File: src/include/zclk_consts.svh
// fixed stall lengths and phase numbers for the cpu clock generator, included by rtl and testbench
`ifndef ZCLK_CONSTS_SVH
`define ZCLK_CONSTS_SVH

// extra 28 MHz cycles a dos rom entry or exit keeps zclk stopped
// (one 7 MHz tact)
`define ZCLK_DOS_STALL 4

// extra cycles an external i/o access stops zclk in 14 MHz mode
// one 3.5 MHz tact
`define ZCLK_IO_STALL 8

// stall counter width, must hold the longest load
`define ZCLK_STALL_W 4

// phase counter width, four phases per frame
`define ZCLK_PHASE_W 2

// phase at which a new speed may be committed (c3)
`define ZCLK_RFSH_PHASE 3

`endif

File: src/hw/zclk_mode_pkg.sv
// cpu clock speed type shared by the config register, the clock generator and the testbench
package zclk_mode_pkg;

	// requested and active z80 speed
	// upper bit set selects 14 MHz
	// value 3 has no name and runs at 14 MHz as well
	typedef enum logic [1:0]
	{
		// 8 clk cycles per zclk
		MODE_35  = 2'b00,
		// 4 clk cycles per zclk
		MODE_70  = 2'b01,
		// 2 clk cycles per zclk
		MODE_140 = 2'b10
	} turbo_mode_e;

	// 2 bits match the width of the config write port
	// reset value of both pending and active modes is MODE_35

endpackage

File: src/hw/zclk_wait_pkg.sv
// wait-state cause type, held as the stall state of the clock generator
package zclk_wait_pkg;

	// reason the stall counter is running
	// dos beats i/o when both fire together
	typedef enum logic [1:0]
	{
		// counter at its end value, no stall
		WAIT_NONE = 2'b00,
		// dos rom entry or exit
		WAIT_DOS  = 2'b01,
		// external port access in 14 MHz mode
		WAIT_IO   = 2'b10
	} wait_cause_e;

	// 2'b11 is never loaded
	// level stalls (cpu, ide) are not counted
	// so they have no cause of their own

endpackage

File: src/hw/clock_phaser.sv
// four-phase strobe sequencer, gives c0/c2/c3 from the 28 MHz clock for the clock generator
`timescale 1ns/1ns

module clock_phaser
(
	input  logic clk,
	input  logic rst,

	output logic c0,
	output logic c2,
	output logic c3
);

`include "zclk_consts.svh"

	// next phase to be shown on the strobes
	logic [`ZCLK_PHASE_W-1:0] phase;

	// strobes are registered, so c0 comes out right after reset
	// c1 has no user and is not decoded
	always_ff @(posedge clk)
	begin
		if (rst)
		begin
			phase <= '0;
			c0 <= 1'b0;
			c2 <= 1'b0;
			c3 <= 1'b0;
		end
		else
		begin
			// wraps every four cycles
			phase <= phase + 1'b1;
			c0 <= (phase == `ZCLK_PHASE_W'(0));
			c2 <= (phase == `ZCLK_PHASE_W'(2));
			// refresh commit phase
			c3 <= (phase == `ZCLK_PHASE_W'(`ZCLK_RFSH_PHASE));
		end
	end

endmodule

File: src/hw/turbo_cfg.sv
// turbo configuration register, takes the requested cpu speed and applies it at a refresh
`timescale 1ns/1ns

module turbo_cfg
(
	input  logic clk,
	input  logic rst,

	input  logic cfg_we,
	input  zclk_mode_pkg::turbo_mode_e cfg_turbo,

	input  logic rfsh_n,
	input  logic c3,

	output zclk_mode_pkg::turbo_mode_e turbo
);

	import zclk_mode_pkg::*;

	// written mode, waits here for a refresh
	turbo_mode_e pending;

	// rfsh_n sampled every cycle
	logic rfsh_r;
	// rfsh_r as seen at the previous c3
	logic rfsh_old;

	// refresh start seen at phase c3
	logic rfsh_start;

	assign rfsh_start = c3 && rfsh_old && !rfsh_r;

	always_ff @(posedge clk)
	begin
		if (rst)
		begin
			pending <= MODE_35;
			turbo <= MODE_35;
			rfsh_r <= 1'b1;
			rfsh_old <= 1'b1;
		end
		else
		begin
			rfsh_r <= rfsh_n;

			if (cfg_we)
				pending <= cfg_turbo;

			// old value only moves at c3, so a short low is still caught
			if (c3)
				rfsh_old <= rfsh_r;

			// speed only changes at a refresh, never mid bus cycle
			if (rfsh_start)
				turbo <= pending;
		end
	end

endmodule

File: src/hw/zclock.sv
// z80 clock generator, makes zclk_out and the zpos/zneg edge strobes with the wait-state stalls
`timescale 1ns/1ns

module zclock
(
	input  logic clk,
	input  logic rst,

	input  zclk_mode_pkg::turbo_mode_e turbo,

	// phase strobes
	input  logic c0,
	input  logic c2,

	// i/o cycle to an external port
	input  logic iorq_s,
	input  logic external_port,

	// stall levels
	input  logic cpu_stall,
	input  logic ide_stall,

	// dos rom switch pulses
	input  logic dos_on,
	input  logic vdos_off,

	output logic zclk_out,
	output logic zpos,
	output logic zneg
);

`include "zclk_consts.svh"

	import zclk_mode_pkg::*;
	import zclk_wait_pkg::*;

	localparam logic [`ZCLK_STALL_W-1:0] DOS_LOAD = `ZCLK_DOS_STALL;
	localparam logic [`ZCLK_STALL_W-1:0] IO_LOAD = `ZCLK_IO_STALL;

	// remaining stalled cycles after the trigger cycle
	logic [`ZCLK_STALL_W-1:0] stall_count;
	wait_cause_e wait_cause;

	logic mode_140;
	logic dos_stall;
	logic io_stall;
	logic stall_start;
	logic stall;

	logic clk14_src;
	logic c2_cnt;
	logic pre_zpos;
	logic pre_zneg;

	// unnamed value 3 counts as 14 MHz too
	assign mode_140 = turbo[1];

	// triggers
	assign dos_stall = dos_on || vdos_off;
	assign io_stall = iorq_s && external_port && mode_140;
	assign stall_start = dos_stall || io_stall;

	// trigger cycle stalls too, then the counter takes over
	assign stall = cpu_stall || ide_stall || stall_start || (wait_cause != WAIT_NONE);

	always_ff @(posedge clk)
	begin
		if (rst)
		begin
			stall_count <= '0;
			wait_cause <= WAIT_NONE;
		end
		else if (stall_start)
		begin
			// dos wins over i/o
			if (dos_stall)
			begin
				stall_count <= DOS_LOAD;
				wait_cause <= WAIT_DOS;
			end
			else
			begin
				stall_count <= IO_LOAD;
				wait_cause <= WAIT_IO;
			end
		end
		else if (wait_cause != WAIT_NONE)
		begin
			stall_count <= stall_count - 1'b1;
			// last stalled cycle, back to idle
			if (stall_count == `ZCLK_STALL_W'(1))
				wait_cause <= WAIT_NONE;
		end
	end

	// 14 MHz source, frozen while stalled so the pin holds
	always_ff @(posedge clk)
	begin
		if (rst)
			clk14_src <= 1'b0;
		else if (!stall)
			clk14_src <= ~clk14_src;
	end

	// alternates zpos/zneg on c2 for 3.5 MHz
	always_ff @(posedge clk)
	begin
		if (rst)
			c2_cnt <= 1'b0;
		else if (c2)
			c2_cnt <= ~c2_cnt;
	end

	// pre-strobe select per speed
	always_comb
	begin
		case (turbo)
			MODE_35:
			begin
				pre_zpos = c2_cnt && c2;
				pre_zneg = !c2_cnt && c2;
			end
			MODE_70:
			begin
				pre_zpos = c2;
				pre_zneg = c0;
			end
			default:
			begin
				pre_zpos = clk14_src;
				pre_zneg = !clk14_src;
			end
		endcase
	end

	// gated by pin level so each strobe really flips zclk
	always_ff @(posedge clk)
	begin
		if (rst)
		begin
			zpos <= 1'b0;
			zneg <= 1'b0;
		end
		else
		begin
			zpos <= !stall && pre_zpos && zclk_out;
			zneg <= !stall && pre_zneg && !zclk_out;
		end
	end

	// pin moves half a clk early, zpos pulls low, zneg pulls high
	always_ff @(negedge clk)
	begin
		if (rst)
			zclk_out <= 1'b0;
		else if (zpos)
			zclk_out <= 1'b0;
		else if (zneg)
			zclk_out <= 1'b1;
	end

endmodule

File: src/hw/zclk_top.sv
// cpu clock generator top, ties the phaser, the turbo register and the z80 clock block together
`timescale 1ns/1ns

module zclk_top
(
	input  logic clk,
	input  logic rst,

	// speed write
	input  logic cfg_we,
	input  zclk_mode_pkg::turbo_mode_e cfg_turbo,

	// cpu refresh, active low
	input  logic rfsh_n,

	input  logic iorq_s,
	input  logic external_port,
	input  logic cpu_stall,
	input  logic ide_stall,
	input  logic dos_on,
	input  logic vdos_off,

	output logic zclk_out,
	output logic zpos,
	output logic zneg
);

	import zclk_mode_pkg::*;

	logic c0;
	logic c2;
	logic c3;

	// active speed after the refresh commit
	turbo_mode_e turbo;

	clock_phaser u_phaser
	(
		.clk (clk),
		.rst (rst),
		.c0  (c0),
		.c2  (c2),
		.c3  (c3)
	);

	turbo_cfg u_turbo_cfg
	(
		.clk       (clk),
		.rst       (rst),
		.cfg_we    (cfg_we),
		.cfg_turbo (cfg_turbo),
		.rfsh_n    (rfsh_n),
		.c3        (c3),
		.turbo     (turbo)
	);

	zclock u_zclock
	(
		.clk           (clk),
		.rst           (rst),
		.turbo         (turbo),
		.c0            (c0),
		.c2            (c2),
		.iorq_s        (iorq_s),
		.external_port (external_port),
		.cpu_stall     (cpu_stall),
		.ide_stall     (ide_stall),
		.dos_on        (dos_on),
		.vdos_off      (vdos_off),
		.zclk_out      (zclk_out),
		.zpos          (zpos),
		.zneg          (zneg)
	);

endmodule

File: config.mk
export PLATFORM = sky130hd
export DESIGN_NAME = zclk_top
export DESIGN_NICKNAME = d
export VERILOG_FILES = /design/src/hw/zclk_mode_pkg.sv /design/src/hw/zclk_wait_pkg.sv /design/src/hw/clock_phaser.sv /design/src/hw/turbo_cfg.sv /design/src/hw/zclock.sv /design/src/hw/zclk_top.sv
export VERILOG_INCLUDE_DIRS = /design/src /design/src/include
export SDC_FILE = /design/constraint.sdc
export NUM_CORES = 1
export LEC_CHECK = 0
export BUFFER_PORTS_ARGS = -buffer_cell sky130_fd_sc_hd__buf_2
export CAP_MARGIN = 10
export CORE_ASPECT_RATIO = 0.9
export CORE_MARGIN = 2
export CORE_UTILIZATION = 57
export CTS_CLUSTER_SIZE = 10
export DETAILED_ROUTE_END_ITERATION = 10
export PLACE_DENSITY = 0.89
export REMOVE_ABC_BUFFERS = 1
export SLEW_MARGIN = 20
export SYNTH_ARGS = -nofsm -noshare
export SYNTH_HDL_FRONTEND = slang
export SYNTH_SLANG_ARGS = --single-unit
File: constraint.sdc
create_clock -name clk -period 2.5 [get_ports clk]
set_input_delay 0 -clock clk [delete_from_list [all_inputs] [get_ports clk]]
set_output_delay 0 -clock clk [all_outputs]
set_load 0.05 [all_outputs]
==> impl_metrics.tcl, run 1 <==
set metrics [dict create \
    cp_num_cells 1 \
    grt_overflow 0 \
    r2r_setup_slack_ns 0.42 \
    setup_tns_ns 0 \
    fp.dieW_um 46.63 \
    numPortBuffers 14 \
    timing.final.ws_setup_ns 0.2608 \
    diodes 0 \
    worstMarginPinSlew_ns 0.3710 \
    max_slew_margin 0.7518 \
    min_path_type "in -> reg" \
    r2r_cells 2 \
    startpoint_type "register" \
    yosysSeqAreaShare 0.4725 \
    antenna_found_initial 0 \
    path_class "reg -> out" \
    multi_input_area_sq_um 449.2 \
    worstReg2RegEnd "u_zclock.zpos" \
    post-dp-hpwl_mm 1.166 \
    core_sq_mm 0.001496 \
    clkTransAtPathRegs_ns 0.11 \
    ys_ff_latch 22 \
    via_per_inst 5.329 \
    drc 0 \
    critPathMaxFanout 4 \
    grt_pass1_wl_mm 2.960 \
    dieHeight_um 42.37 \
    maxCapViolCount 0 \
    cts-root-buf "clkbuf_4" \
    cp.required_ns 2.50 \
    ant_nets 0 \
    p_total_mw 0.6187 \
    ys.flop_type "dfxtp_1" \
    first_global_vias 687 \
    cts_made_buffers 3 \
    worstSetupEndpointType "output pin" \
    crit_end "zclk_out" \
    netlist_top_cells_count "dfxtp_1, nor2_1, inv_1" \
    status "finished, final reports clean" \
    syn_area_sq_um 932.1 \
    async_flop_share 0 \
    globalplace.congestion 0.7252 \
    die_area_sq_mm 0.001975 \
    vdd_drop_max_uv 472.2 \
    fp-row-count 13 \
    syn_to_final_growth_pct 23.09 \
    regArea_sq_um 440.4 \
    worstPathArrival_ns 2.24 \
    p_per_area_mw_per_mm2 539.3 \
    synth_most_common_cell "dfxtp_1" \
    synth_edf_count 0 \
    vias 746 \
    r2r-start "u_zclock.zclk_out" \
    synth_top_area_frac 0.4725 \
    startpoint "u_zclock.zclk_out" \
    yosysWarnings 0 \
    slowest_stage "dfxtp_1" \
    clk_path_buf_depth 2 \
    place_ws_ns 0.4637 \
    htree_levels 1 \
    setup_violations 0 \
    grt_use_total 0.2155 \
    start_util 0.6229 \
    max_stage_delay_ns 0.35 \
    worstPathCellList "buf_2" \
    hold_ws_ns 0.05082 \
    hold_viol_final 0 \
    synth_cells 91 \
    grt_max_degree 19 \
    dr.pass1.iters 5 \
    slew_violations 0 \
    wire_per_inst_um 13.19 \
    drt-total-wl_mm 1.846 \
    drt_iter0_drc 12 \
    avgSynthCellArea_sq_um 10.24 \
    synth_top_cell_by_area "dfxtp_1" \
    fillers 107 \
    nNetsFinal 136 \
    critPathTopFamily "flip-flops" \
    cts.sinks 22 \
    synth.distinct_cells 35 \
    layout-drive-gt1-share 0.2203 \
    fin_util 0.7667 \
    skew_ns 0.05269 \
    worst_skew_pair.late_latency_ns 0.36 \
    io_pins 15 \
    post_cts_buffers 0 \
    cts_tree "built" \
    synth.area.top_cells "dfxtp_1, ha_1, nor2_1" \
    leakage_nw 0.4978 \
    rsz0062_at_grt "false" \
    cp.buffers_inverters 1 \
]
through the flow:
stage / cells / cell area (sq um)
detailed placement: 126 / 1021
floorplan: 89 / 915.9
global route: 140 / 1147
global placement: 126 / 1021
finish: 140 / 1147
CTS: 140 / 1147
cells by family (layout without fill, tap and decap cells):
logic type      Yosys count  count (layout)  synth area share
compound gates           12              12           0.08993
xor+xnor                  3               3           0.02819
fa+ha+maj                 5               5           0.06711
buf+inv                   9              36           0.04564
flops                    22              22            0.4725
mux                       5               5           0.05503
simple gates             35              35            0.2416
state kept, by name, summed over array words and instances, names as in the netlist, 2 cells and up:
name and flops:
u_turbo_cfg.pending 2, u_turbo_cfg.turbo 2, u_zclock.wait_cause 2, u_zclock.stall_count 4, u_phaser.phase 2
where the power goes:
part           total (mW)  switching [mW]  internal, mW
sequential          0.378          0.0118         0.366
combinational      0.0725          0.0310        0.0415
clock               0.168           0.104        0.0643
cells in the final DEF, fill, tap and decap left out, types with 2 or more instances in the layout:
master          n
clkbuf_4        3
a211oi_1        2
buf_2          14
mux2i_1         4
nor2b_1         4
xnor2_1         2
nor2_1         11
ha_1            5
dlygate4sd3_1  10
and2b_1         3
or3_1           2
dfxtp_1        22
inv_1           7
nand2_1         2
o21ai_0         2
a21oi_1         3
how the worst min path moves through the flow:
stage,start,end,slack [ns],cells past startpoint
2_1_floorplan,rst,u_phaser.phase[0],0.07,1
3_3_place_gp,rfsh_n,u_turbo_cfg.rfsh_r,0.18,2
3_5_place_dp,rfsh_n,u_turbo_cfg.rfsh_r,0.18,2
4_1_cts,iorq_s,u_zclock.wait_cause[1],0.04,3
5_1_grt,iorq_s,u_zclock.wait_cause[1],0.05,3
6_report,iorq_s,u_zclock.wait_cause[1],0.05,3
layout make-up:
| cell class | count | area share |
|---|---|---|
| clock buffer | 4 | 0.02290 |
| clock inverter | 1 | 0.003272 |
| inverter | 6 | 0.01963 |
| multi-input combinational | 60 | 0.3915 |
| sequential | 22 | 0.3839 |
| tap | 22 | 0.02399 |
| timing repair buffer | 25 | 0.1549 |
what timing repair did:
item / CTS / global route
hold buffers: 10 / 0
endpoints found under the hold margin: 8 / 0
resized for setup: 0 / 0
metal layers:
metal | GRT usage | vias up | share of wire
li1 | - | 362 | -
met1 | 0.2769 | 348 | 0.44
met2 | 0.3278 | 34 | 0.50
met3 | 0.08190 | 2 | 0.054
met4 | 0.07222 | 0 | 0.0087
met5 | 0 | - | 0
Power figures use the tool's default switching activity.
==> inputs of run 2 (changes only) <==
--- a/config.mk
+++ b/config.mk
@@ -13,9 +13,10 @@
 export CORE_UTILIZATION = 57
 export CTS_CLUSTER_SIZE = 10
 export DETAILED_ROUTE_END_ITERATION = 10
-export PLACE_DENSITY = 0.89
+export PLACE_DENSITY = 0.9
 export REMOVE_ABC_BUFFERS = 1
 export SLEW_MARGIN = 20
 export SYNTH_ARGS = -nofsm -noshare
 export SYNTH_HDL_FRONTEND = slang
+export SYNTH_HIERARCHICAL = 1
 export SYNTH_SLANG_ARGS = --single-unit
==> run 2 against run 1 <==
  * Count of clock-buffer cells in the layout decreased by 1
  * Hold slack worse by 0.018 ns
  * Utilization shrank 1.2 points
  * Critical endpoint is now u_zclock/zpos
==> impl_metrics.tcl, run 2 <==
set metrics [dict create \
    status "finished, final reports clean" \
    worstPathArrival_ns 2.42 \
    leakage_nw 0.4478 \
    fillers 100 \
    post_cts_buffers 0 \
    grt_use_total 0.2266 \
    drt_iter0_drc 23 \
    yosysSeqAreaShare 0.4842 \
    skew_ns 0.06098 \
    critPathMaxFanout 4 \
    globalplace.congestion 0.8249 \
    clk_path_buf_depth 2 \
    avgSynthCellArea_sq_um 9.996 \
    vias 746 \
    nNetsFinal 135 \
    slew_violations 0 \
    core_sq_mm 0.001464 \
    syn_area_sq_um 909.6 \
    first_global_vias 782 \
    fp.dieW_um 46.11 \
    yosysWarnings 6 \
    synth.area.top_cells "dfxtp_1, ha_1, nor2b_1" \
    ys.flop_type "dfxtp_1" \
    regMostFlops "u_zclock/stall_count" \
    start_util 0.6214 \
    antenna_found_initial 0 \
    largest_reg_flops 4 \
    cts-root-buf "clkbuf_4" \
    clkTransAtPathRegs_ns 0.11 \
    grt_overflow 0 \
    numPortBuffers 14 \
    drc 0 \
    post-dp-hpwl_mm 1.235 \
    worst_skew_pair.late_latency_ns 0.35 \
    dr.pass1.iters 5 \
    final_area_sq_mm 0.001105 \
    cts_made_buffers 3 \
    setup_tns_ns 0 \
    synth_most_common_cell "dfxtp_1" \
    async_flop_share 0 \
    layout-drive-gt1-share 0.2051 \
    die_area_sq_mm 0.001932 \
    fin_util 0.7547 \
    vdd_drop_max_uv 373.9 \
    max_slew_margin 0.7371 \
    cts.sinks 22 \
    synth_top_area_frac 0.4842 \
    wire_per_inst_um 14.21 \
    diodes 0 \
    via_per_inst 5.652 \
    ys_ff_latch 22 \
    place_ws_ns 0.3006 \
    mostFrequentLayoutCells "dfxtp_1, buf_2, nor2_1, dlygate4sd3_1" \
    startpoint_type "register" \
    netlist_top_cells_count "dfxtp_1, nor2_1, inv_1, nor2b_1, nand2b_1" \
    ant_nets 0 \
    maxCapViolCount 0 \
    timing.final.ws_setup_ns 0.2458 \
    io_pins 15 \
    grt_pass1_wl_mm 3.146 \
    synth_cells 91 \
    placed_cell_area_sq_um 998.5 \
    hold_viol_final 0 \
    synth_edf_count 0 \
    cts_tree "built" \
    min_path_type "in -> reg" \
    htree_levels 1 \
    syn_to_final_growth_pct 21.46 \
    rsz0062_at_grt "false" \
    drt-total-wl_mm 1.876 \
    p_per_area_mw_per_mm2 550.7 \
    synth_top_cell_by_area "dfxtp_1" \
    final_common_cell "dfxtp_1" \
    grt_max_degree 22 \
    setup_violations 0 \
    cp.required_ns 2.67 \
    dieHeight_um 41.90 \
    worstSetupEndpointType "register" \
    path_class "reg -> reg" \
    fp-row-count 13 \
    worstMarginPinSlew_ns 0.3844 \
    synth.distinct_cells 29 \
]
[run 2: changes by cell type in the layout (fill, tap and decap cells not counted), moves of 2 or more]
| cell | change |
|---|---|
| nor2b_1 | +3 |
| nor2_1 | -2 |
| nand2b_1 | +5 |
| and2b_1 | -3 |
| dlygate4sd3_1 | -2 |
[run 2: through the flow]
stage | hold slack, ns | instances | power (mW)
after floorplan | 0.06669 | 91 | 0.4219
after global placement | 0.1836 | 120 | 0.4398
after detailed placement | 0.1870 | 120 | 0.4448
after CTS | 0.006789 | 132 | 0.6092
after global routing | 0.03233 | 132 | 0.6425
final | 0.03324 | 132 | 0.6084
[run 2: per-layer routing]
layer	vias to the layer above	GRT usage	wire (um)	share of wire
met4	0	0.1257	40	0.021
met5	-	0	0	0
met3	8	0.06087	96	0.051
li1	363	-	-	-
met2	30	0.3889	985	0.53
met1	345	0.2378	754	0.40
[run 2: final timing paths]
kind	from	to	slack, ns	cells after the start
worst max-delay path	u_zclock/zclk_out	u_zclock/zpos	0.25	2
worst max register to register	u_zclock/zclk_out	u_zclock/zpos	0.25	2
worst min register to register	u_phaser/phase[0]	u_phaser/phase[0]	0.46	1
worst min-delay path	vdos_off	u_zclock/wait_cause[0]	0.03	3
[run 2: logic make-up (layout without fill, tap and decap cells)]
logic type	count (synthesis)	count (layout)	share of synthesized area
buf+inv	7	33	0.02889
fa+ha+maj	5	5	0.06878
xor+xnor	3	3	0.02889
mux	5	5	0.05640
simple gates	37	37	0.2462
flops	22	22	0.4842
compound gates	12	12	0.08666
[run 2: cell type report]
cell class / count / area, sq um / share of cell area
Tap cell: 15 / 18.77 / 0.01699
Timing Repair Buffer: 22 / 150.1 / 0.1359
Multi-Input combinational cell: 62 / 442.9 / 0.4009
Inverter: 6 / 22.52 / 0.02039
Sequential cell: 22 / 440.4 / 0.3986
Clock inverter: 2 / 7.507 / 0.006795
Clock buffer: 3 / 22.52 / 0.02039
[run 2: repair_timing]
item | CTS | global route
hold endpoints to repair | 5 | 0
gates resized for setup | 0 | 0
hold buffers | 8 | 0
[run 2: worst max-delay path, stage by stage, from the launching register on]
cell       delay (ns)
dfxtp_1          0.36
inv_1            0.06
a2111oi_0        0.40
[run 2: power by group]
group	switching, mW	internal (mW)
Sequential	0.0112	0.366
Combinational	0.0304	0.0382
Clock	0.103	0.0601
==> inputs of run 3 (changes only) <==
--- a/config.mk
+++ b/config.mk
@@ -6,14 +6,17 @@
 export SDC_FILE = /design/constraint.sdc
 export NUM_CORES = 1
 export LEC_CHECK = 0
+export ABC_CLOCK_PERIOD_IN_PS = 2200
 export BUFFER_PORTS_ARGS = -buffer_cell sky130_fd_sc_hd__buf_2
 export CAP_MARGIN = 10
+export CELL_PAD_IN_SITES_DETAIL_PLACEMENT = 0
+export CELL_PAD_IN_SITES_GLOBAL_PLACEMENT = 1
 export CORE_ASPECT_RATIO = 0.9
 export CORE_MARGIN = 2
-export CORE_UTILIZATION = 57
+export CORE_UTILIZATION = 41
 export CTS_CLUSTER_SIZE = 10
 export DETAILED_ROUTE_END_ITERATION = 10
-export PLACE_DENSITY = 0.9
+export PLACE_DENSITY = 0.85
 export REMOVE_ABC_BUFFERS = 1
 export SLEW_MARGIN = 20
 export SYNTH_ARGS = -nofsm -noshare
==> constraint.sdc (replaced) <==
create_clock -name clk -period 2.2 [get_ports clk]
set_input_delay 0 -clock clk [delete_from_list [all_inputs] [get_ports clk]]
set_output_delay 0 -clock clk [all_outputs]
set_load 0.05 [all_outputs]
==> run 3 against run 2 <==
  * Count of clock-buffer cells in the layout rose by 1
  * Register-to-register slack worse by 0.07 ns
  * Combinational power is 13% higher
  * Critical path depth down 1
  * Critical endpoint is now zclk_out
  * First-iteration DRC count shrank 74%
  * Utilization shrank 22 points
  * Clock power rose by 20%
  * Sequential share of layout area down 1.1 points
  * Critical path type is now reg -> out
==> impl_metrics.tcl, run 3 (synthesized netlist as in run 2, its figures left out) <==
set metrics [dict create \
    max_slew_margin 0.7743 \
    grt_pass1_wl_mm 2.739 \
    dr.pass1.iters 4 \
    seqPwrFrac 0.611 \
    cts-hold-fix-buffers 9 \
    r2r_setup_slack_ns 0.18 \
    slew_violations 0 \
    min_path_type "in -> reg" \
    skew_ns 0.05521 \
    post_cts_buffers 0 \
    swShare 0.2378 \
    cts_tree "built" \
    p_int_mw 0.5347 \
    worstPathCellList "buf_2" \
    first_global_vias 662 \
    drt_iter0_drc 6 \
    rsz0062_at_grt "false" \
    r2r_cells 2 \
    cp.buffers_inverters 1 \
    clk_path_buf_depth 2 \
    vias 709 \
    hold_path_depth 3 \
    grt_overflow 0 \
    ant_nets 0 \
    cts_made_buffers 3 \
    worstMarginPinSlew_ns 0.3300 \
    slowest_stage "dfxtp_1" \
    globalplace.congestion 0.7138 \
    comb_power_share 0.111 \
    worstReg2RegEnd "u_zclock/zpos" \
    syn_to_final_growth_pct 25.03 \
    layout-drive-gt1-share 0.2101 \
    final_area_sq_mm 0.001137 \
    fillers 202 \
    regMostFlops "u_zclock/stall_count" \
    fin_util 0.5310 \
    path_class "reg -> out" \
    maxCapViolCount 0 \
    diodes 0 \
    r2r-start "u_zclock/zclk_out" \
    setup_tns_ns 0 \
    switchingPower_mw 0.1668 \
    nNetsFinal 137 \
    final_common_cell "dfxtp_1" \
    cts-root-buf "clkbuf_4" \
    die_area_sq_mm 0.002612 \
    start_util 0.4246 \
    antenna_found_initial 0 \
    htree_levels 1 \
    fp.dieW_um 53.65 \
    cp.required_ns 2.20 \
    cts.sinks 22 \
    startpoint_type "register" \
    max_stage_delay_ns 0.36 \
    cts-resized-gates 0 \
    wire_per_inst_um 11.56 \
    grt_use_total 0.1486 \
    drc 0 \
    worst_skew_pair.late_latency_ns 0.35 \
    drt-total-wl_mm 1.688 \
    vdd_drop_max_uv 328.2 \
    mostFrequentLayoutCells "dfxtp_1, buf_2, dlygate4sd3_1, nor2_1" \
    critPathTopFamily "flip-flops" \
    worstSetupEndpointType "output pin" \
    holdPathEnd "u_zclock/wait_cause[1]" \
    placed_cell_area_sq_mm 0.001021 \
    critPathMaxFanout 4 \
    io_pins 15 \
    clkPwrFrac 0.278 \
    p_total_mw 0.7015 \
    p_per_area_mw_per_mm2 616.8 \
    hold_ws_ns 0.07462 \
    largest_reg_flops 4 \
    setup_violations 0 \
    leakage_nw 0.4564 \
    numPortBuffers 14 \
    post-dp-hpwl_mm 1.139 \
    clkTransAtPathRegs_ns 0.12 \
    hold_viol_final 0 \
    core_sq_mm 0.002142 \
    via_per_inst 4.856 \
    status "finished, final reports clean" \
    fp-row-count 16 \
    grt_max_degree 21 \
    worstPathArrival_ns 2.09 \
    hold_path_startpoint "external_port" \
    dieHeight_um 48.69 \
]
[run 3: layer usage]
metal / track usage / up-vias / share of wire
li1: - / 365 / -
met1: 0.1670 / 321 / 0.43
met2: 0.2510 / 19 / 0.48
met3: 0.02778 / 4 / 0.056
met4: 0.08974 / 0 / 0.025
met5: 0 / - / 0
[run 3: worst max-delay path by stage]
stage | from | endpoint | slack, ns | depth (start not counted)
final | u_zclock/zclk_out | zclk_out | 0.11 | 1
after global placement | u_zclock/zclk_out | u_zclock/zpos | 0.29 | 2
after floorplan | u_zclock/zclk_out | u_zclock/zpos | -0.04 | 2
after global routing | u_zclock/zclk_out | zclk_out | 0.06 | 1
after detailed placement | u_zclock/zclk_out | u_zclock/zpos | 0.26 | 2
after CTS | u_zclock/zclk_out | zclk_out | 0.09 | 1
[run 3: cell type report]
cell class | instances | area [sq um] | share of cell area
Multi-Input combinational cell | 62 | 442.9 | 0.3894
Sequential cell | 22 | 440.4 | 0.3872
Timing Repair Buffer | 24 | 167.7 | 0.1474
Tap cell | 27 | 33.78 | 0.02970
Clock buffer | 4 | 26.28 | 0.02310
Inverter | 6 | 22.52 | 0.01980
Clock inverter | 1 | 3.754 | 0.003300
[run 3: power by group through the flow]
| stage | Combinational (mW) | Clock (mW) | Sequential (mW) |
|---|---|---|---|
| final | 0.0778 | 0.195 | 0.428 |
| after global routing | 0.0895 | 0.218 | 0.431 |
| after CTS | 0.0778 | 0.204 | 0.428 |
| after detailed placement | 0.0637 | 0.00569 | 0.437 |
| after global placement | 0.0613 | 0.00569 | 0.436 |
| after floorplan | 0.0400 | 0.00569 | 0.434 |
[run 3: worst register-to-register path: stages, from the launching register on]
cell,delay (ns)
dfxtp_1,0.36
inv_1,0.05
a2111oi_0,0.35
[run 3: metrics by stage]
| stage | cells | worst slack [ns] |
|---|---|---|
| finish | 146 | 0.1073 |
| global route | 146 | 0.05968 |
| CTS | 146 | 0.09259 |
| detailed placement | 133 | 0.2557 |
| global placement | 133 | 0.2857 |
| floorplan | 91 | -0.03705 |
